`src/include/erx_settings.svh`:
```
`ifndef ERX_SETTINGS_SVH
`define ERX_SETTINGS_SVH

// Packet and word widths
`define ERX_PW 104
`define ERX_AW 32

// Output queue sizing
`define ERX_FIFO_DEPTH 16
// Leaves room for packets still in the three pipeline stages
`define ERX_FIFO_AFULL 12

// Top address bits that select this receiver
`define ERX_ID 12'h800

// Register file
`define ERX_MI_AW 4
`define ERX_NUM_REGS 4

`endif
```
`src/design/erx_pkg.sv`:
```
package erx_pkg;

`include "erx_settings.svh"

   // Transaction packet with srcaddr in the top bits
   typedef struct packed {
      logic [`ERX_AW-1:0] srcaddr;            // Return address
      logic [`ERX_AW-1:0] data;               // Write data
      logic [`ERX_AW-1:0] dstaddr;            // Target address
      logic [3:0]         ctrlmode;           // Passed through untouched
      logic [1:0]         datamode;           // Transfer size
      logic               write;              // 1 for write, 0 for read
      logic               access;             // Always 1 for a real packet
   } erx_packet_t;

   // Target queue
   typedef enum logic [1:0] {
      DEST_WR = 2'd0,                         // Write
      DEST_RD = 2'd1,                         // Read request
      DEST_RR = 2'd2                          // Read response
   } erx_dest_e;

   // Address remap mode where 3 acts as off
   typedef enum logic [1:0] {
      REMAP_OFF    = 2'd0,
      REMAP_STATIC = 2'd1,
      REMAP_OFFSET = 2'd2
   } erx_remap_e;

   // Register map with one word per address
   typedef enum logic [`ERX_MI_AW-1:0] {
      REG_CFG    = 4'd0,                      // Enable and remap mode
      REG_REMAP  = 4'd1,                      // Pattern and select
      REG_BASE   = 4'd2,                      // Offset for offset mode
      REG_STATUS = 4'd3                       // Almost-full levels, read only
   } erx_reg_e;

   // Link beat phase
   typedef enum logic {
      IDLE_BEAT = 1'b0,                       // Expecting header beat
      HEAD_BEAT = 1'b1                        // Header held, expecting data beat
   } erx_beat_e;

   // Word between pipeline stages
   typedef struct packed {
      logic        valid;
      erx_dest_e   dest;                      // Set by remap stage
      erx_packet_t pkt;
   } erx_stage_t;

endpackage

```
`src/design/erx_fifo.sv`:
```
`timescale 1ns/1ps
`include "erx_settings.svh"

module erx_fifo (
   input  logic                 sys_clk,
   input  logic                 arst_n,
   input  logic                 push,
   input  erx_pkg::erx_packet_t push_pkt,
   output logic                 afull,
   input  logic                 wait_in,      // Consumer back-pressure level
   output logic                 access,
   output erx_pkg::erx_packet_t packet
);

   localparam int PTR_W = $clog2(`ERX_FIFO_DEPTH);
   localparam int CNT_W = PTR_W + 1;

   erx_pkg::erx_packet_t mem [`ERX_FIFO_DEPTH];
   logic [PTR_W-1:0]     wr_ptr;
   logic [PTR_W-1:0]     rd_ptr;
   logic [CNT_W-1:0]     count;               // Fill level
   logic                 full;
   logic                 push_ok;             // Push that fits
   logic                 pop;

   assign full    = (count == CNT_W'(`ERX_FIFO_DEPTH));
   assign afull   = (count >= CNT_W'(`ERX_FIFO_AFULL));
   assign push_ok = push && !full;            // Overflow is dropped
   assign pop     = !wait_in && (count != '0);

   always_ff @(posedge sys_clk or negedge arst_n)
   begin
      if (!arst_n)
      begin
         wr_ptr <= '0;
         rd_ptr <= '0;
         count  <= '0;
         access <= 1'b0;
      end
      else
      begin
         access <= pop;                       // Strobe on the cycle after pop
         if (push_ok)
            wr_ptr <= wr_ptr + 1'b1;          // Depth is a power of two
         if (pop)
            rd_ptr <= rd_ptr + 1'b1;
         case ({push_ok, pop})
            2'b10:   count <= count + 1'b1;
            2'b01:   count <= count - 1'b1;
            default: ;                        // Both or neither
         endcase
      end
   end

   // Storage and output packet
   always_ff @(posedge sys_clk)
   begin
      if (push_ok)
         mem[wr_ptr] <= push_pkt;
      if (pop)
         packet <= mem[rd_ptr];
   end

   // Sender ignored the link wait
   a_no_overflow : assert property (@(posedge sys_clk) disable iff (!arst_n)
      push |-> !full);

endmodule

```
`config.mk`:
```
export PLATFORM = sky130hd
export DESIGN_NAME = erx_fifo
export DESIGN_NICKNAME = d
export VERILOG_FILES = /design/src/design/erx_pkg.sv /design/src/design/erx_fifo.sv
export VERILOG_INCLUDE_DIRS = /design/src /design/src/include
export SDC_FILE = /design/constraint.sdc
export NUM_CORES = 2
export LEC_CHECK = 0
export BUFFER_PORTS_ARGS = -buffer_cell sky130_fd_sc_hd__buf_2
export CAP_MARGIN = 20
export CORE_MARGIN = 2
export CORE_UTILIZATION = 62
export DETAILED_ROUTE_END_ITERATION = 8
export HOLD_SLACK_MARGIN = 0.02
export PLACE_DENSITY = 0.8
export RECOVER_POWER = 25
export SLEW_MARGIN = 30
export SYNTH_ARGS = -nofsm -noshare
export SYNTH_HDL_FRONTEND = slang
export SYNTH_SLANG_ARGS = --single-unit
export TNS_END_PERCENT = 10
```
`constraint.sdc`:
```
create_clock -name sys_clk -period 12.93 [get_ports sys_clk]
set_clock_uncertainty 0.2 [all_clocks]
set_input_delay 2.586 -clock sys_clk [delete_from_list [all_inputs] [get_ports sys_clk]]
set_output_delay 2.586 -clock sys_clk [all_outputs]
set_load 0.02 [all_outputs]
```
==> out/qor.csv <==
stage,metric,value,unit
floorplan,# IOs,214,
worst_setup_path,Crit Path Category,in -> reg,
clock_tree,Skew-Pair Late Insertion Delay,780,ps
clock_tree,Max clock buf depth,3,
hold_path,Worst Hold End,count[4],
synth,Synth Area per Inst,21.4,um^2
global_route,largest net degree at the start of global routing,135,
timing,Setup TNS Final,0,ps
worst_setup_path,CP Capture Type,flop,
finish,nets,3561,
drt,DRC Markers,0,
worst_setup_path,biggest cell delay along the critical path,850,ps
worst_setup_path,startpoint types,primary input,
global_route,initial antenna violation count,18,
finish,fillers,6128,
worst_setup_path,Worst Path Arrival,6010,ps
floorplan,Placement Rows,121,
worst_setup_path,maximum fanout along the worst path,53,
worst_setup_path,FF-to-FF End,mem[7][71],
clock_tree,CTS resizes,0,
global_route,vias in the first global route,34700,
timing,Tcrit/Tclk final,45.2,%
hold_path,worst hold start,count[4],
synth,synthesized netlist cell count,3176,
drt,Routed Antenna Nets,0,
timing,endpoints failing setup,0,
timing,highest clock rate,171,MHz
floorplan,Die Y,335,um
timing,setup ws final,7090,ps
power,internal power,0.0118,W
timing,"Hold Vio Cnt, Final",0,
power,switch share,32.1,%
power,VDD IR max,0.000157,V
worst_setup_path,Crit path max-delay family,buffers and inverters,
worst_setup_path,"Slowest-stage cell, CP",buf_4,
clock_tree,Root Buffer,clkbuf_16,
power,Logic pwr share,28.8,%
global_route,first-pass GRT wire length,224,mm
hold_path,WHS Path Cells,1,
worst_setup_path,"most used cell, CP",buf_4,
synth,Synth Warn #,0,
drt,"wirelength, routed",152,mm
drt,Via-to-Cell Ratio,6.71,
synth,Post-synth ARST share,0.786,%
flow_run,max cap viols,0,
drt,Iter 0 DRT Violations,4460,
global_route,gr usage total,27.3,%
drt,WL/cell,30.4,um
synth,syn_nets,3294,
synth,post-synthesis register bit count,1782,
global_route,grt ovf,0,
timing,Worst-Margin Slew,1020,ps
finish,share of layout cells above drive strength 1,21.3,%
floorplan,die extent in x,335,um
clock_tree,CTS Hold Bufs,0,
synth,cell area after synthesis,0.0681,mm^2
finish,area delta synth->final,11.4,%
place,GPL Wtd Cong,0.784,
worst_setup_path,data required time at the worst endpoint,13100,ps
power,P_leak,25.2,nW
place,# port buffers,213,
clock_tree,CTS H-tree lvls,4,
clock_tree,"Setup Fix Bufs, Post-CTS",0,
drt,DR vias,33600,
worst_setup_path,reg-to-reg setup timing slack,8390,ps
synth,Main synth FF type,edfxtp_1,
power,Sequential Power Share,43.7,%
clock_tree,clock sink count,1782,
timing,slew margin rel.,31.8,%
power,Clock power frac,27.5,%
synth,top cell type by total area after synthesis,edfxtp_1,
timing,max-slew violations,0,
clock_tree,CTS tree,yes,
worst_setup_path,Worst R2R Path Depth,6,
worst_setup_path,Buf/Inv on CP,3,
clock_tree,Worst-path clk slew,60,ps
power,Switch Pwr,0.00556,W
status,outcome,completed,
synth,post-synth top area share,77.9,%
floorplan,Initial Util,62.6,%
clock_tree,TritonCTS Buffers,169,
floorplan,Core ar.,0.109,mm^2
worst_setup_path,critical path cell sequence,buf_2 > a21boi_1 > nand2_1 > nor2_4 > buf_4 > buf_4,
synth,register area share after synthesis,78.5,%
synth,Yosys cell types,35,
power,P per Cell Area,228,mW/mm^2
hold_path,worst min path class,reg -> reg,
worst_setup_path,worst reg2reg path startpoint,count[0],
synth,Post-synth top cells,"edfxtp_1 (1768), mux2i_1 (417), mux4_2 (208)",
synth,"EDFF count, synth",1768,
drt,TritonRoute pass-1 iters,5,
timing,RSZ-0062 raised after global routing,false,
synth,"count leader, synth",edfxtp_1,
synth,Area contributors post-synth,"edfxtp_1 (78%), mux4_2 (6.9%), mux2i_1 (6.1%)",
place,Final HPWL DP,78.7,mm
place,dpl ws,6350,ps
timing,post-route minimum period,5840,ps
floorplan,die area,0.113,mm^2
## per-stage QoR
stage	utilization, %	total power (W)	area (um^2)	instances	hold slack, ps
2_1_floorplan	-	0.0112	68100	3176	268
3_3_place_gp	64.7	0.0124	70400	4681	310
3_5_place_dp	64.7	0.0126	70500	4682	294
4_1_cts	69.6	0.0174	75800	4989	304
5_1_grt	69.7	0.0179	75800	4998	321
6_report	69.7	0.0173	75900	5004	303
## power groups by stage
stage	registers [W]	logic (W)	clock network, W
detailed placement	0.00768	0.00493	0
CTS	0.00757	0.00499	0.00482
global route	0.00762	0.00529	0.00503
global placement	0.00764	0.00480	0
floorplan	0.00779	0.00345	0
finish	0.00756	0.00499	0.00477
## state kept, by name, indices dropped and copies added, names as in the netlist
signal / count
packet: 104
mem: 1664
rd_ptr: 4
wr_ptr: 4
access: 1
count: 5
## cell families (layout without fill, tap and decap cells)
group | Yosys count | after routing | synth area share, %
AND/OR/NAND/NOR | 140 | 140 | 0.808
adder cells (fa/ha/maj) | 10 | 10 | 0.195
other | 0 | 11 | 0
buffers and inverters | 182 | 585 | 1.75
XOR/XNOR | 10 | 10 | 0.129
multiplexers | 627 | 627 | 13.0
flip-flops | 1782 | 1782 | 78.5
AO/OA/AOI/OAI | 425 | 425 | 5.63
## final cells by class
| cell class | instances | area, um^2 | area share (%) |
|---|---|---|---|
| Antenna cell | 11 | 27.5 | 0.0363 |
| Clock buffer | 222 | 4490 | 5.92 |
| Clock inverter | 85 | 823 | 1.09 |
| Inverter | 5 | 23.8 | 0.0313 |
| Multi-Input combinational cell | 1212 | 13600 | 17.9 |
| Sequential cell | 1782 | 53500 | 70.5 |
| Tap cell | 1414 | 1770 | 2.33 |
| Timing Repair Buffer | 273 | 1650 | 2.17 |
## routing by layer
layer	up-vias	track usage, %	part of all wire (%)
li1	14000	-	-
met1	17400	37.9	38
met2	1950	43.6	49
met3	265	6.05	9.9
met4	16	9.24	2.3
met5	-	0	0.069
## worst max-delay path by stage
stage,slack (ps),to,startpoint,depth (start not counted)
global placement,6430,mem[7][72],push,6
finish,7090,mem[7][71],push,6
global route,6900,mem[7][79],push,6
floorplan,1740,mem[3][0],push,3
CTS,7140,mem[7][71],push,6
detailed placement,6350,mem[7][76],push,6
## layout by cell type, fill, tap and decap left out, types with 10 or more instances in the layout
cell type,count
o21ai_0,45
a221oi_1,103
diode_2,11
a22oi_1,104
buf_6,16
clkinv_2,20
edfxtp_1,1768
clkbuf_16,171
buf_4,34
clkinv_1,35
inv_6,10
nand2_1,115
buf_2,141
mux4_2,208
o21ai_1,62
dfrtp_1,10
nor2_4,12
clkbuf_1,121
bufinv_16,12
mux2i_1,417
a221oi_2,105
## worst register-to-register path: stages (launching register included)
cell      delay, ps
dfrtp_1         440
nor4_1          140
a21boi_1        730
nand2_1         470
nor2_4          590
buf_4           600
buf_4           900
Note: power is estimated with default switching activity, not from simulation.
