### config.mk
export PLATFORM = sky130hd
export DESIGN_NAME = erx_protocol_flat
export DESIGN_NICKNAME = d
export VERILOG_FILES = /design/src/design/erx_pkg.sv /design/src/design/erx_cfg_if.sv /design/src/design/erx_protocol.sv /design/src/flat_wrapper.sv
export VERILOG_INCLUDE_DIRS = /design/src /design/src/include
export SDC_FILE = /design/constraint.sdc
export NUM_CORES = 1
export LEC_CHECK = 0
export ABC_AREA = 1
export BUFFER_PORTS_ARGS = -buffer_cell sky130_fd_sc_hd__buf_2
export CORE_ASPECT_RATIO = 1.5
export CORE_MARGIN = 5
export CORE_UTILIZATION = 40
export CTS_CLUSTER_SIZE = 14
export DETAILED_ROUTE_END_ITERATION = 7
export PLACE_DENSITY = 0.68
export SETUP_SLACK_MARGIN = 0.4
export SLEW_MARGIN = 30
export SYNTH_ARGS = -nofsm -noshare
export SYNTH_HDL_FRONTEND = slang
export SYNTH_SLANG_ARGS = --single-unit
### constraint.sdc
create_clock -name sys_clk -period 7.5 [get_ports sys_clk]
set_input_delay 1.5 -clock sys_clk [delete_from_list [all_inputs] [get_ports sys_clk]]
set_output_delay 1.5 -clock sys_clk [all_outputs]
set_load 0.01 [all_outputs]
### src/include/erx_settings.svh
`ifndef ERX_SETTINGS_SVH
`define ERX_SETTINGS_SVH

// Packet and word widths
`define ERX_PW 104
`define ERX_AW 32

// Output queue sizing
`define ERX_FIFO_DEPTH 16
// Leaves room for packets still in the three pipeline stages
`define ERX_FIFO_AFULL 12

// Top address bits that select this receiver
`define ERX_ID 12'h800

// Register file
`define ERX_MI_AW 4
`define ERX_NUM_REGS 4

`endif
### src/design/erx_pkg.sv
package erx_pkg;

`include "erx_settings.svh"

   // Transaction packet with srcaddr in the top bits
   typedef struct packed {
      logic [`ERX_AW-1:0] srcaddr;            // Return address
      logic [`ERX_AW-1:0] data;               // Write data
      logic [`ERX_AW-1:0] dstaddr;            // Target address
      logic [3:0]         ctrlmode;           // Passed through untouched
      logic [1:0]         datamode;           // Transfer size
      logic               write;              // 1 for write, 0 for read
      logic               access;             // Always 1 for a real packet
   } erx_packet_t;

   // Target queue
   typedef enum logic [1:0] {
      DEST_WR = 2'd0,                         // Write
      DEST_RD = 2'd1,                         // Read request
      DEST_RR = 2'd2                          // Read response
   } erx_dest_e;

   // Address remap mode where 3 acts as off
   typedef enum logic [1:0] {
      REMAP_OFF    = 2'd0,
      REMAP_STATIC = 2'd1,
      REMAP_OFFSET = 2'd2
   } erx_remap_e;

   // Register map with one word per address
   typedef enum logic [`ERX_MI_AW-1:0] {
      REG_CFG    = 4'd0,                      // Enable and remap mode
      REG_REMAP  = 4'd1,                      // Pattern and select
      REG_BASE   = 4'd2,                      // Offset for offset mode
      REG_STATUS = 4'd3                       // Almost-full levels, read only
   } erx_reg_e;

   // Link beat phase
   typedef enum logic {
      IDLE_BEAT = 1'b0,                       // Expecting header beat
      HEAD_BEAT = 1'b1                        // Header held, expecting data beat
   } erx_beat_e;

   // Word between pipeline stages
   typedef struct packed {
      logic        valid;
      erx_dest_e   dest;                      // Set by remap stage
      erx_packet_t pkt;
   } erx_stage_t;

endpackage

### src/design/erx_cfg_if.sv
`timescale 1ns/1ps
`include "erx_settings.svh"

interface erx_cfg_if;

   logic                   rx_enable;         // Accept link beats
   erx_pkg::erx_remap_e    remap_mode;
   logic [11:0]            remap_pattern;     // Replacement for addr 31:20
   logic [11:0]            remap_sel;         // Bits of pattern to apply
   logic [`ERX_AW-1:0]     remap_base;        // Added in offset mode

   modport src   (output rx_enable, remap_mode, remap_pattern, remap_sel, remap_base);

   modport proto (input rx_enable);

   modport remap (input remap_mode, remap_pattern, remap_sel, remap_base);

endinterface

### src/design/erx_protocol.sv
`timescale 1ns/1ps
`include "erx_settings.svh"

module erx_protocol (
   input  logic                sys_clk,
   input  logic                arst_n,
   input  logic                link_frame,
   input  logic [63:0]         link_data,
   erx_cfg_if.proto            cfg,
   output erx_pkg::erx_stage_t out
);

   erx_pkg::erx_beat_e   state;               // Beat phase
   logic                 hdr_load;            // Header beat accepted
   logic                 data_load;           // Data beat accepted
   logic                 valid_q;
   erx_pkg::erx_packet_t pkt_q;
   logic [`ERX_AW-1:0]   hdr_dstaddr;         // Held from beat 0
   logic [3:0]           hdr_ctrlmode;
   logic [1:0]           hdr_datamode;
   logic                 hdr_write;

   assign hdr_load  = cfg.rx_enable && link_frame && (state == erx_pkg::IDLE_BEAT);
   assign data_load = cfg.rx_enable && link_frame && (state == erx_pkg::HEAD_BEAT);

   // Low frame or disable restarts the phase
   always_ff @(posedge sys_clk or negedge arst_n)
   begin
      if (!arst_n)
      begin
         state   <= erx_pkg::IDLE_BEAT;
         valid_q <= 1'b0;
      end
      else
      begin
         valid_q <= data_load;                // One cycle pulse after beat 1
         if (hdr_load)
            state <= erx_pkg::HEAD_BEAT;
         else
            state <= erx_pkg::IDLE_BEAT;      // Data beat done or frame dropped
      end
   end

   // Header latch and packet assembly
   always_ff @(posedge sys_clk)
   begin
      if (hdr_load)
      begin
         hdr_dstaddr  <= link_data[63:32];
         hdr_ctrlmode <= link_data[7:4];
         hdr_datamode <= link_data[3:2];
         hdr_write    <= link_data[1];
      end
      if (data_load)
      begin
         pkt_q.srcaddr  <= link_data[31:0];
         pkt_q.data     <= link_data[63:32];
         pkt_q.dstaddr  <= hdr_dstaddr;
         pkt_q.ctrlmode <= hdr_ctrlmode;
         pkt_q.datamode <= hdr_datamode;
         pkt_q.write    <= hdr_write;
         pkt_q.access   <= 1'b1;
      end
   end

   // Dest is filled in by the remap stage
   assign out = '{valid: valid_q, dest: erx_pkg::DEST_WR, pkt: pkt_q};

endmodule

### src/flat_wrapper.sv
// flat-port wrapper written by rule: the top's interface ports become plain ports
module erx_protocol_flat 
  (sys_clk, arst_n, link_frame, link_data, out, cfg_rx_enable);
  erx_cfg_if cfg_i ();
  input  logic sys_clk;
  input  logic arst_n;
  input  logic link_frame;
  input  logic [63:0] link_data;
  output erx_pkg::erx_stage_t out;
  input wire logic [$bits(cfg_i.rx_enable)-1:0] cfg_rx_enable;
  assign cfg_i.rx_enable = cfg_rx_enable;
  erx_protocol u_core (.sys_clk(sys_clk), .arst_n(arst_n), .link_frame(link_frame), .link_data(link_data), .cfg(cfg_i), .out(out));
endmodule
==> impl_metrics.json <==
{
  "status": "completed",
  "htree_levels": 4,
  "worstPathMaxFanout": 63,
  "hold_buffers": 0,
  "postSynth.asyncResetShare": 0.01389,
  "synth-seq-area-share": 0.9880,
  "holdCritPathClass": "flip-flop to flip-flop",
  "ctsResizeCount": 0,
  "firstDrtPassIters": 4,
  "p_leak_uw": 0.002336,
  "nets": 413,
  "wire_per_inst_um": 16.00,
  "ioPinCount": 175,
  "pwr-share-seq": 0.516,
  "synth_seq_cells": 144,
  "start_util": 0.4101,
  "synth_top_cells_by_area": "edfxtp_1 98%, dfrtp_1 1.1%, buf_4 0.69%, conb_1 0.17%, nor2_1 0.17%",
  "cts_setup_buffers": 0,
  "track_usage": 0.1249,
  "path_class": "input pin to flip-flop",
  "dp_cells": 470,
  "clkLatencyLatePin_ns": 0.40,
  "grt_pass1_wl_um": 11520,
  "cts_num_sinks": 144,
  "p_sw_frac": 0.1813,
  "cts_buffers": 17,
  "final_cells": 502,
  "share_comb_of_total_power": 0.028,
  "cts_tree": "done",
  "dr_wl_met3_um": 724,
  "syn_avg_cell_area_um2": 28.36,
  "drc_errors": 0,
  "fp.dieH_um": 138.0,
  "place_congestion": 0.7073,
  "syn_to_final_growth_pct": 38.77,
  "wirelength_um": 8034,
  "ir_drop_mv": 0.1544,
  "slew_headroom": 0.4709,
  "p_switching_uw": 320.1,
  "num_rows": 46,
  "top_layer": "met5",
  "netlist_instances": 154,
  "fillCellCount": 814,
  "clockRootBuffer": "clkbuf_16",
  "grt_pass1_vias": 2265,
  "drtIter0Drc": 92,
  "fp.coreArea_um2": 10650,
  "cts_buffer_depth": 2,
  "clkPwrFrac": 0.457,
  "period_needed_ns": 2.729,
  "tightestPinTransition_ns": 0.7937,
  "synth_common_cells": "142 x edfxtp_1, 4 x buf_4, 2 x conb_1, 2 x dfrtp_1, 2 x nor2_1",
  "setup_tns_ns": 0,
  "finalSetupViolations": 0,
  "post-dp-hpwl_um": 5783,
  "rsz0062_at_grt": "false",
  "overflow": 0,
  "drt-met1-wl_um": 2647,
  "via_count": 2104,
  "internal_power_uw": 1446,
  "utilization": 0.5691,
  "io_buffers": 171,
  "ant_nets": 0,
  "cp-start-kind": "input pin",
  "synth_top_area_frac": 0.9765,
  "clock_skew_ns": 0.007370,
  "period_share": 0.3639,
  "yosysWarnings": 0,
  "vias_per_cell": 4.191,
  "synth_cell_types": 7,
  "fp.dieW_um": 95.31,
  "worstPathArrival_ns": 2.75,
  "yosysTopAreaCell": "edfxtp_1",
  "final-hold-violation-count": 0,
  "wl_met2_um": 4478,
  "required_ns": 7.52,
  "drive_gt1_frac": 0.5698,
  "powerDensity_nw_per_um2": 291.4,
  "synth.most_common_cell": "edfxtp_1",
  "synth_edf_count": 142,
  "final_max_slew_viol_count": 0,
  "antenna_found_initial": 2,
  "dieArea_um2": 13150,
  "diodes": 0,
  "netlist_area_um2": 4367,
  "clkTransAtPathRegs_ns": 0.05,
  "max_cap_violations": 0,
  "end_kind": "flip-flop",
  "holdWs_ns": 0.4116,
  "clock.fmax_ghz": 0.3664,
  "synth-main-ff-cell": "edfxtp_1",
  "grt_start_max_net_pins": 64
}
## placed cells by master, fill, tap and decap left out, drive strengths merged
cell type	instances
bufinv	3
dfrtp	2
nor2	2
clkinv	6
clkbuf	20
inv	2
conb	3
edfxtp	142
buf	175
clkinvlp	2
nand2	1
## per-stage QoR
| stage | area (um^2) | worst slack [ns] | power [uW] |
|---|---|---|---|
| after floorplan | 4370 | 1.023 | 942.3 |
| after global placement | 5399 | 3.763 | 971.1 |
| after detailed placement | 5482 | 4.352 | 976.9 |
| after CTS | 6060 | 4.777 | 1788 |
| after global routing | 6060 | 4.703 | 1836 |
| final | 6060 | 4.771 | 1766 |
## state kept, by name (all words and copies together), names as in the netlist
signal               cells
u_core.out             103
u_core.hdr_dstaddr      32
u_core.hdr_ctrlmode      4
u_core.hdr_datamode      2
u_core.hdr_write         1
u_core.state             1
u_core.valid_q           1
## routing by layer
layer  vias to the layer above  global-route usage
met1                       993              0.1217
met5                         -                   0
met2                        92              0.2158
met3                        17             0.05917
met4                         4             0.06581
li1                        998                   -
## worst max-delay path: stages
cell and delay [ns]:
buf_2 0.07, nand2_1 0.12, nor2_4 0.17, buf_16 0.19, buf_4 0.63
## cell families after synthesis
| kind of cell | Yosys count | share of synthesized area |
|---|---|---|
| flops | 144 | 0.9880 |
| other cells | 2 | 0.001720 |
| buf+inv | 5 | 0.007736 |
| simple gates | 3 | 0.002579 |
## final cells by class
class	instances	area (um^2)	area share
sequential	144	4314	0.7120
multi-input combinational	6	37.54	0.006195
clock buffer	20	436.7	0.07206
inverter	1	3.754	0.0006195
tap	144	180.2	0.02973
timing repair buffer	175	945.9	0.1561
clock inverter	12	141.4	0.02333
## power by group through the flow
stage	Clock [uW]	Combinational, uW	Sequential, uW
after floorplan	0	9.08	933
after global placement	0	44.5	927
after detailed placement	0	50.0	927
after CTS	827	50.0	910
after global routing	871	53.0	911
final	807	48.6	910
## worst paths after layout
path	startpoint	end	slack [ns]	cells after the start
max in group asynchronous	arst_n	u_core.state	6.53	1
min in group asynchronous	arst_n	u_core.valid_q	0.87	1
setup / recovery	cfg_rx_enable	u_core.out[27]	4.77	5
hold reg to reg	u_core.hdr_dstaddr[8]	u_core.out[16]	0.41	0
setup reg to reg	u_core.state	u_core.out[27]	5.60	4
hold / removal	u_core.hdr_dstaddr[8]	u_core.out[16]	0.41	0
No activity file was read; power rests on OpenSTA's default activity.
