### src/include/erx_settings.svh
`ifndef ERX_SETTINGS_SVH
`define ERX_SETTINGS_SVH

// Packet and word widths
`define ERX_PW 104
`define ERX_AW 32

// Output queue sizing
`define ERX_FIFO_DEPTH 16
// Leaves room for packets still in the three pipeline stages
`define ERX_FIFO_AFULL 12

// Top address bits that select this receiver
`define ERX_ID 12'h800

// Register file
`define ERX_MI_AW 4
`define ERX_NUM_REGS 4

`endif
### src/design/erx_pkg.sv
package erx_pkg;

`include "erx_settings.svh"

   // Transaction packet with srcaddr in the top bits
   typedef struct packed {
      logic [`ERX_AW-1:0] srcaddr;            // Return address
      logic [`ERX_AW-1:0] data;               // Write data
      logic [`ERX_AW-1:0] dstaddr;            // Target address
      logic [3:0]         ctrlmode;           // Passed through untouched
      logic [1:0]         datamode;           // Transfer size
      logic               write;              // 1 for write, 0 for read
      logic               access;             // Always 1 for a real packet
   } erx_packet_t;

   // Target queue
   typedef enum logic [1:0] {
      DEST_WR = 2'd0,                         // Write
      DEST_RD = 2'd1,                         // Read request
      DEST_RR = 2'd2                          // Read response
   } erx_dest_e;

   // Address remap mode where 3 acts as off
   typedef enum logic [1:0] {
      REMAP_OFF    = 2'd0,
      REMAP_STATIC = 2'd1,
      REMAP_OFFSET = 2'd2
   } erx_remap_e;

   // Register map with one word per address
   typedef enum logic [`ERX_MI_AW-1:0] {
      REG_CFG    = 4'd0,                      // Enable and remap mode
      REG_REMAP  = 4'd1,                      // Pattern and select
      REG_BASE   = 4'd2,                      // Offset for offset mode
      REG_STATUS = 4'd3                       // Almost-full levels, read only
   } erx_reg_e;

   // Link beat phase
   typedef enum logic {
      IDLE_BEAT = 1'b0,                       // Expecting header beat
      HEAD_BEAT = 1'b1                        // Header held, expecting data beat
   } erx_beat_e;

   // Word between pipeline stages
   typedef struct packed {
      logic        valid;
      erx_dest_e   dest;                      // Set by remap stage
      erx_packet_t pkt;
   } erx_stage_t;

endpackage

### src/design/erx_cfg_if.sv
`timescale 1ns/1ps
`include "erx_settings.svh"

interface erx_cfg_if;

   logic                   rx_enable;         // Accept link beats
   erx_pkg::erx_remap_e    remap_mode;
   logic [11:0]            remap_pattern;     // Replacement for addr 31:20
   logic [11:0]            remap_sel;         // Bits of pattern to apply
   logic [`ERX_AW-1:0]     remap_base;        // Added in offset mode

   modport src   (output rx_enable, remap_mode, remap_pattern, remap_sel, remap_base);

   modport proto (input rx_enable);

   modport remap (input remap_mode, remap_pattern, remap_sel, remap_base);

endinterface

### src/design/erx_remap.sv
`timescale 1ns/1ps
`include "erx_settings.svh"

module erx_remap (
   input  logic                sys_clk,
   input  logic                arst_n,
   input  erx_pkg::erx_stage_t in,
   erx_cfg_if.remap            cfg,
   output erx_pkg::erx_stage_t out
);

   logic                 is_rr;               // Write aimed at this receiver
   erx_pkg::erx_dest_e   dest_c;
   erx_pkg::erx_packet_t pkt_c;               // Packet with new address
   logic                 valid_q;
   erx_pkg::erx_dest_e   dest_q;
   erx_pkg::erx_packet_t pkt_q;

   // Uses the address as it arrived from the link
   assign is_rr = in.pkt.write && (in.pkt.dstaddr[`ERX_AW-1:20] == `ERX_ID);

   always_comb
   begin
      if (!in.pkt.write)
         dest_c = erx_pkg::DEST_RD;
      else if (is_rr)
         dest_c = erx_pkg::DEST_RR;
      else
         dest_c = erx_pkg::DEST_WR;

      pkt_c = in.pkt;
      if (!is_rr)                             // Responses keep their address
      begin
         case (cfg.remap_mode)
            erx_pkg::REMAP_STATIC:
               pkt_c.dstaddr[`ERX_AW-1:20] = (cfg.remap_pattern & cfg.remap_sel) |
                                             (in.pkt.dstaddr[`ERX_AW-1:20] & ~cfg.remap_sel);
            erx_pkg::REMAP_OFFSET:
               pkt_c.dstaddr = in.pkt.dstaddr + cfg.remap_base;  // Wraps at 32 bits
            default: ;                        // Off leaves the address unchanged
         endcase
      end
   end

   always_ff @(posedge sys_clk or negedge arst_n)
   begin
      if (!arst_n)
         valid_q <= 1'b0;
      else
         valid_q <= in.valid;
   end

   // Payload only moves with a valid word
   always_ff @(posedge sys_clk)
   begin
      if (in.valid)
      begin
         dest_q <= dest_c;
         pkt_q  <= pkt_c;
      end
   end

   assign out = '{valid: valid_q, dest: dest_q, pkt: pkt_q};

endmodule

### src/flat_wrapper.sv
// flat-port wrapper written by rule: the top's interface ports become plain ports
module erx_remap_flat 
  (sys_clk, arst_n, in, out, cfg_remap_mode, cfg_remap_pattern, cfg_remap_sel, cfg_remap_base);
  erx_cfg_if cfg_i ();
  input  logic sys_clk;
  input  logic arst_n;
  input  erx_pkg::erx_stage_t in;
  output erx_pkg::erx_stage_t out;
  input wire logic [$bits(cfg_i.remap_mode)-1:0] cfg_remap_mode;
  input wire logic [$bits(cfg_i.remap_pattern)-1:0] cfg_remap_pattern;
  input wire logic [$bits(cfg_i.remap_sel)-1:0] cfg_remap_sel;
  input wire logic [$bits(cfg_i.remap_base)-1:0] cfg_remap_base;
  assign cfg_i.remap_mode = cfg_remap_mode;
  assign cfg_i.remap_pattern = cfg_remap_pattern;
  assign cfg_i.remap_sel = cfg_remap_sel;
  assign cfg_i.remap_base = cfg_remap_base;
  erx_remap u_core (.sys_clk(sys_clk), .arst_n(arst_n), .in(in), .cfg(cfg_i), .out(out));
endmodule
### config.mk
export PLATFORM = sky130hd
export DESIGN_NAME = erx_remap_flat
export DESIGN_NICKNAME = d
export VERILOG_FILES = /design/src/design/erx_pkg.sv /design/src/design/erx_cfg_if.sv /design/src/design/erx_remap.sv /design/src/flat_wrapper.sv
export VERILOG_INCLUDE_DIRS = /design/src /design/src/include
export SDC_FILE = /design/constraint.sdc
export NUM_CORES = 1
export LEC_CHECK = 0
export BUFFER_PORTS_ARGS = -buffer_cell sky130_fd_sc_hd__clkbuf_2
export CAP_MARGIN = 20
export CELL_PAD_IN_SITES_DETAIL_PLACEMENT = 0
export CELL_PAD_IN_SITES_GLOBAL_PLACEMENT = 1
export CORE_MARGIN = 3
export CORE_UTILIZATION = 35
export DETAILED_ROUTE_END_ITERATION = 12
export PLACE_DENSITY_LB_ADDON = 0.1
export SLEW_MARGIN = 0
export SYNTH_ARGS = -nofsm -noshare
export SYNTH_HDL_FRONTEND = slang
export SYNTH_SLANG_ARGS = --single-unit
### constraint.sdc
create_clock -name sys_clk -period 0.8 [get_ports sys_clk]
set_clock_uncertainty 0.15 [all_clocks]
set_input_delay 0.04 -clock sys_clk [delete_from_list [all_inputs] [get_ports sys_clk]]
set_output_delay 0.04 -clock sys_clk [all_outputs]
set_load 0.01 [all_outputs]
==> flow_metrics.py, run 1 <==
metrics = {
    "outcome": {
        "status": "finished, violations left",
        "failed_checks": "negative hold slack, negative setup slack",
    },
    "clocking": {
        "cts_htree_levels": 3,
        "cts_tree": "yes",
        "cts_buffer_depth": 2,
        "cts_hold_buf": 75,
        "root_buffer": "clkbuf_16",
        "clk_pin_slew_ns": 0.08,
        "cts_buffers": 9,
        "clock-sinks": 107,
    },
    "die": {
        "num_rows": 45,
        "dieArea_sq_um": 17500,
        "start_util_pct": 36.2,
        "core_area_sq_um": 15400,
        "die_x_microns": 132,
        "die_h_microns": 132,
        "ioPinCount": 274,
    },
    "setup_path": {
        "max_stage_delay_ns": 0.37,
        "cp_common_cell": "a21oi_2",
        "crit_path_top_delay_cell": "fa_2",
        "crit_type": "input pin to register",
        "startpoint_type": "input pin",
        "arrival_ns": 1.92,
        "path_max_fanout": 2,
        "worstPathCellList": "buf_6 -> ha_4 -> fa_2 -> a21oi_2 -> o21ai_2 -> a21oi_2 -> o21ai_2 -> buf_4 -> o21a_2 -> a21oi_2 -> xnor2_1 -> o21ai_1",
        "cp.required_ns": 0.74,
        "endpoint_kind": "register",
    },
    "final_layout": {
        "final_core_util_pct": 64.7,
        "fillers": 1257,
        "fin_nets": 1155,
        "drive_gt1_share_pct": 54.4,
        "fin_cells": 1170,
        "diodes": 0,
        "syn2layout_area_growth_pct": 78.7,
    },
    "synthesis": {
        "synth.area.top_cells": "edfxtp_1, ha_1, o21ai_0",
        "synthCells": 472,
        "synth_nets": 673,
        "yosys-top-cells-count": "edfxtp_1, o21ai_0, nand2_1",
        "yosysSeqAreaShare_pct": 57.4,
        "ys_warn_count": 0,
        "synth.most_common_cell": "edfxtp_1",
        "syn_area_sq_um": 5590,
        "postSynthAreaPerCell_sq_um": 11.8,
        "yosys.area.top_type_share_pct": 57.0,
        "synthFlopType": "edfxtp_1",
        "synth_area_leader_cell": "edfxtp_1",
        "synth_cell_types": 55,
        "synth_edf_count": 106,
        "synth_seq_cells": 107,
        "async_reset_ff_share_pct": 0.935,
    },
    "timing": {
        "fmax_mhz": 505,
        "hold_viol": 20,
        "setup_viol": 139,
        "tns_ns": -55.52,
        "period_needed_ns": 1.98,
        "worst_slew_pin_slew_ns": 0.589,
        "rsz0062_at_grt": "true",
        "setup_slack_ns": -1.18,
        "min_period_over_period_pct": 247,
        "slew_headroom_pct": 60.5,
        "slew_viol_final": 0,
        "holdWs_ns": -0.145,
    },
    "detailed_routing": {
        "post_drt_via_cell_ratio": 4.88,
        "dr.pass1.iters": 4,
        "drc": 0,
        "ant_nets": 0,
        "vias": 5714,
        "wl_per_cell_microns": 18.1,
        "drt_iter0_markers": 239,
        "routed_wl_mm": 21.2,
    },
    "global_routing": {
        "antenna_found_initial": 0,
        "grt_pass1_vias": 5956,
        "met2_usage_pct": 40.8,
        "grt_max_degree": 51,
        "grt.total_usage_pct": 23.3,
        "grt_util_met3_pct": 4.92,
        "overflow": 0,
        "grt_pass1_wl_mm": 32.1,
        "busiest_layer": "met2",
        "use_met1_pct": 28.9,
    },
    "worst_hold_path": {
        "holdPathEnd": "u_core.out[10]",
        "min_from": "in[10]",
        "hold_depth": 3,
        "min_path_type": "input pin to register",
    },
    "power": {
        "ir_drop_v": 0.00105,
        "powerDensity_nw_per_um2": 1630,
        "leakage_nw": 4.50,
    },
    "placement": {
        "dpl.cell_count": 1064,
        "place.gp.congestion": 0.921,
        "preCtsSetupSlack_ns": -1.76,
        "dp_hpwl_mm": 15.8,
        "portBuffers": 271,
    },
    "run": {
        "max_cap_viol_count": 0,
    },
}
[layout make-up]
class                   count  area, sq um  area share (%)
repair buffers            486         3310            33.2
flip-flops and latches    107         3210            32.1
multi-input cells         324         2820            28.2
well taps                 211          264            2.64
clock buffers               9          225            2.26
inverters                  26         97.6           0.977
clock inverters             7         57.6           0.576
[what timing repair did]
action,in CTS,in global routing
setup buffers,9,11
hold endpoints to repair,95,20
gates resized for setup,64,79
pin swaps,27,54
endpoints found under the setup margin,139,142
[state kept, by name, indices dropped and copies added (netlist names)]
name	cells
u_core.valid_q	1
u_core.out	104
u_core.dest_q	2
[how the worst max path moves through the flow]
stage	from	end	slack [ns]	depth (start not counted)
after detailed placement	cfg_remap_mode[0]	u_core.out[38]	-1.76	8
after global placement	cfg_remap_mode[0]	u_core.out[38]	-1.67	8
after global routing	in[8]	u_core.out[34]	-1.28	11
after CTS	in[8]	u_core.out[28]	-1.22	12
after floorplan	cfg_remap_base[0]	u_core.out[34]	-1.32	10
final	cfg_remap_base[0]	u_core.out[26]	-1.18	12
[critical path, delay by kind of cell]
family                     cells  cell delay [ns]
AOI/OAI and AO/OA              7             0.97
adders and majority gates      2             0.53
buffers and inverters          2             0.24
xor gates and xnor gates       1             0.13
[cells by family after synthesis]
family,synth area share (%)
adders and majority gates,7.75
buffers and inverters,3.02
xor gates and xnor gates,4.39
AOI/OAI and AO/OA,17.6
muxes,0.784
DFF,57.4
and+or+nand+nor,9.03
[metrics by stage]
stage               area [sq um]  power (mW)
floorplan                   5760        8.86
global placement            8280        11.1
detailed placement          8280        11.1
CTS                         9640        16.0
global route                9980        17.1
finish                      9980        16.3
[per-layer routing]
layer  vias to the layer above  share of wire (%)
met2                       186                 51
met5                         -                  0
li1                       2759                  -
met1                      2736                 41
met3                        33                5.2
met4                         0                2.6
[where the power goes]
| group | internal (mW) | switching [mW] | total [mW] | leakage, nW |
|---|---|---|---|---|
| Sequential | 6.73 | 0.154 | 6.89 | 1.05 |
| Clock | 2.16 | 2.08 | 4.24 | 0.136 |
| Combinational | 2.66 | 2.53 | 5.20 | 3.32 |
[cells in the final DEF (no fill, tap or decap), drive strengths merged, types with 3 or more instances in the layout]
cell type	n
mux2	3
o21ai	55
nor3	5
a21o	11
nor2	15
inv	29
xnor2	20
a21oi	38
a211oi	3
edfxtp	106
nor4	4
clkinv	3
o21bai	7
xor2	8
a31oi	3
nand3	17
ha	33
nor2b	4
o21a	4
a22oi	11
dlygate4sd3	73
a221oi	3
nand4	8
nand2	41
clkbuf	261
o211ai	6
buf	160
(Power assumes the default switching activity.)
==> run 2: changes to the inputs <==
==> constraint.sdc (replaced) <==
create_clock -name sys_clk -period 2.15 [get_ports sys_clk]
set_clock_uncertainty 0.15 [all_clocks]
set_input_delay 0.1075 -clock sys_clk [delete_from_list [all_inputs] [get_ports sys_clk]]
set_output_delay 0.1075 -clock sys_clk [all_outputs]
set_load 0.01 [all_outputs]
==> run 2 against run 1 <==
  * The run now ends clean
  * Hold slack gained 0.17 ns
  * Non-clock buffer count fell by 33
  * Final cell count down 2.8%
  * Core utilization down 4.8 points
  * Final area shrank 7.4%
  * Critical path depth decreased by 1
  * Clock power fell by 61%
  * Global-route usage is 1.2 points lower
  * Largest cell class is now flip-flops and latches
==> flow_metrics.py, run 2 (synthesis gave the netlist of run 1 again) <==
metrics = {
    "global_routing": {
        "grt_pass1_wl_mm": 30.8,
        "grt_max_degree": 46,
        "grt_pass1_vias": 5698,
        "grt.total_usage_pct": 22.2,
        "antenna_found_initial": 0,
        "overflow": 0,
    },
    "placement": {
        "place.gp.congestion": 0.893,
        "preCtsSetupSlack_ns": -0.408,
        "portBuffers": 271,
        "dp_hpwl_mm": 15.2,
    },
    "setup_path": {
        "arrival_ns": 2.04,
        "cp_common_cell": "o21ai_2",
        "max_stage_delay_ns": 0.36,
        "path_max_fanout": 3,
        "startpoint_type": "input pin",
        "cp.required_ns": 2.10,
        "path_buf_inv": 1,
        "crit_type": "input pin to register",
        "path_depth": 11,
        "crit_family": "compound AO/OA/AOI/OAI gates",
        "critPathLaunch": "in[8]",
        "endpoint_kind": "register",
        "worstPathCellList": "buf_8 -> ha_4 -> fa_2 -> a21oi_2 -> o21ai_2 -> a21oi_4 -> o21ai_2 -> o211a_1 -> o221ai_4 -> xor2_1 -> o21ai_1",
        "crit_path_top_delay_cell": "fa_2",
        "crit_end": "u_core.out[34]",
    },
    "final_layout": {
        "syn2layout_area_growth_pct": 65.4,
        "drive_gt1_share_pct": 44.4,
        "final_cell_mix": "clkbuf_2, edfxtp_1, dlygate4sd3_1, buf_4, nand2_1",
        "fillers": 1332,
        "diodes": 0,
        "fin_nets": 1122,
        "largest_reg_flops": 104,
        "layout_commonest_cell": "clkbuf_2",
    },
    "die": {
        "core_area_sq_um": 15400,
        "die_h_microns": 132,
        "ioPinCount": 274,
        "num_rows": 45,
        "dieArea_sq_um": 17500,
        "die_x_microns": 132,
        "start_util_pct": 36.2,
    },
    "run": {
        "max_cap_viol_count": 0,
    },
    "power": {
        "netSwitchingFraction_pct": 28.8,
        "powerDensity_nw_per_um2": 633,
        "ir_drop_v": 0.000403,
        "comb_power_share_pct": 27.5,
        "p_int_mw": 4.17,
        "leakage_nw": 4.21,
        "power_switching_mw": 1.68,
        "seq_power_share_pct": 43.8,
        "power.share.clock_pct": 28.6,
    },
    "detailed_routing": {
        "post_drt_via_cell_ratio": 4.87,
        "vias": 5534,
        "drt_iter0_markers": 252,
        "dr.pass1.iters": 4,
        "wl_per_cell_microns": 17.7,
        "drc": 0,
        "ant_nets": 0,
        "routed_wl_mm": 20.1,
    },
    "clocking": {
        "cts_htree_levels": 3,
        "clk_pin_slew_ns": 0.08,
        "cts_tree": "yes",
        "root_buffer": "clkbuf_16",
        "cts_buffers": 9,
        "clock-sinks": 107,
        "cts_buffer_depth": 2,
    },
    "timing": {
        "slew_headroom_pct": 61.8,
        "tns_ns": 0,
        "worst_slew_pin_slew_ns": 0.571,
        "rsz0062_at_grt": "true",
        "slew_viol_final": 0,
        "hold_viol": 0,
        "period_needed_ns": 2.08,
        "setup_slack_ns": 0.0658,
        "setup_viol": 0,
        "min_period_over_period_pct": 96.9,
        "fmax_mhz": 480,
    },
    "outcome": {
        "status": "finished clean",
    },
    "worst_hold_path": {
        "min_path_type": "input pin to register",
    },
}
## run 2: area by class of cell
type	count	area, sq um	area share (%)
clock buffers	10	239	2.59
clock inverters	6	65.1	0.704
inverters	26	97.6	1.06
multi-input cells	324	2350	25.5
flip-flops and latches	107	3210	34.7
well taps	211	264	2.86
repair buffers	453	3010	32.6
## run 2: per-layer routing
| layer | part of all wire, % | up-vias | track usage, % |
|---|---|---|---|
| li1 | - | 2688 | - |
| met1 | 39 | 2639 | 24.8 |
| met2 | 53 | 179 | 41.5 |
| met3 | 6.1 | 28 | 5.65 |
| met4 | 1.8 | 0 | 6.06 |
| met5 | 0 | - | 0 |
## run 2: power by group through the flow
stage / clock network, mW / registers, mW / logic [mW]
after global placement: 0 / 2.60 / 1.41
final: 1.67 / 2.56 / 1.61
after detailed placement: 0 / 2.61 / 1.43
after global routing: 1.79 / 2.58 / 1.76
after floorplan: 0 / 2.70 / 0.562
after CTS: 1.72 / 2.56 / 1.57
## run 2: what timing repair did
| item | CTS | global route |
|---|---|---|
| buffers inserted | 0 | 2 |
| pin swaps | 1 | 22 |
| gates resized for setup | 3 | 27 |
| hold endpoints to repair | 89 | 0 |
| hold buffers | 90 | 0 |
| setup endpoints to repair | 3 | 14 |
## run 2: worst min-delay path by stage
| stage | slack [ns] | to | start | cells after the start |
|---|---|---|---|---|
| finish | 0.02 | u_core.out[9] | in[9] | 3 |
| global route | 0.02 | u_core.out[9] | in[9] | 3 |
| CTS | 0.009 | u_core.out[13] | in[13] | 4 |
| detailed placement | -0.26 | u_core.valid_q | arst_n | 1 |
| global placement | -0.27 | u_core.valid_q | arst_n | 1 |
| floorplan | -0.34 | u_core.valid_q | arst_n | 0 |
## run 2: through the flow
stage	util [%]	total power, mW	cells	hold WS (ns)	area, sq um
3_5_place_dp	51.2	4.03	1029	-0.264	7900
6_report	59.9	5.85	1137	0.0245	9240
4_1_cts	59.1	5.85	1135	0.00900	9120
2_1_floorplan	-	3.26	472	-0.338	5640
5_1_grt	59.9	6.13	1137	0.0197	9240
3_3_place_gp	51.2	4.01	1029	-0.266	7900
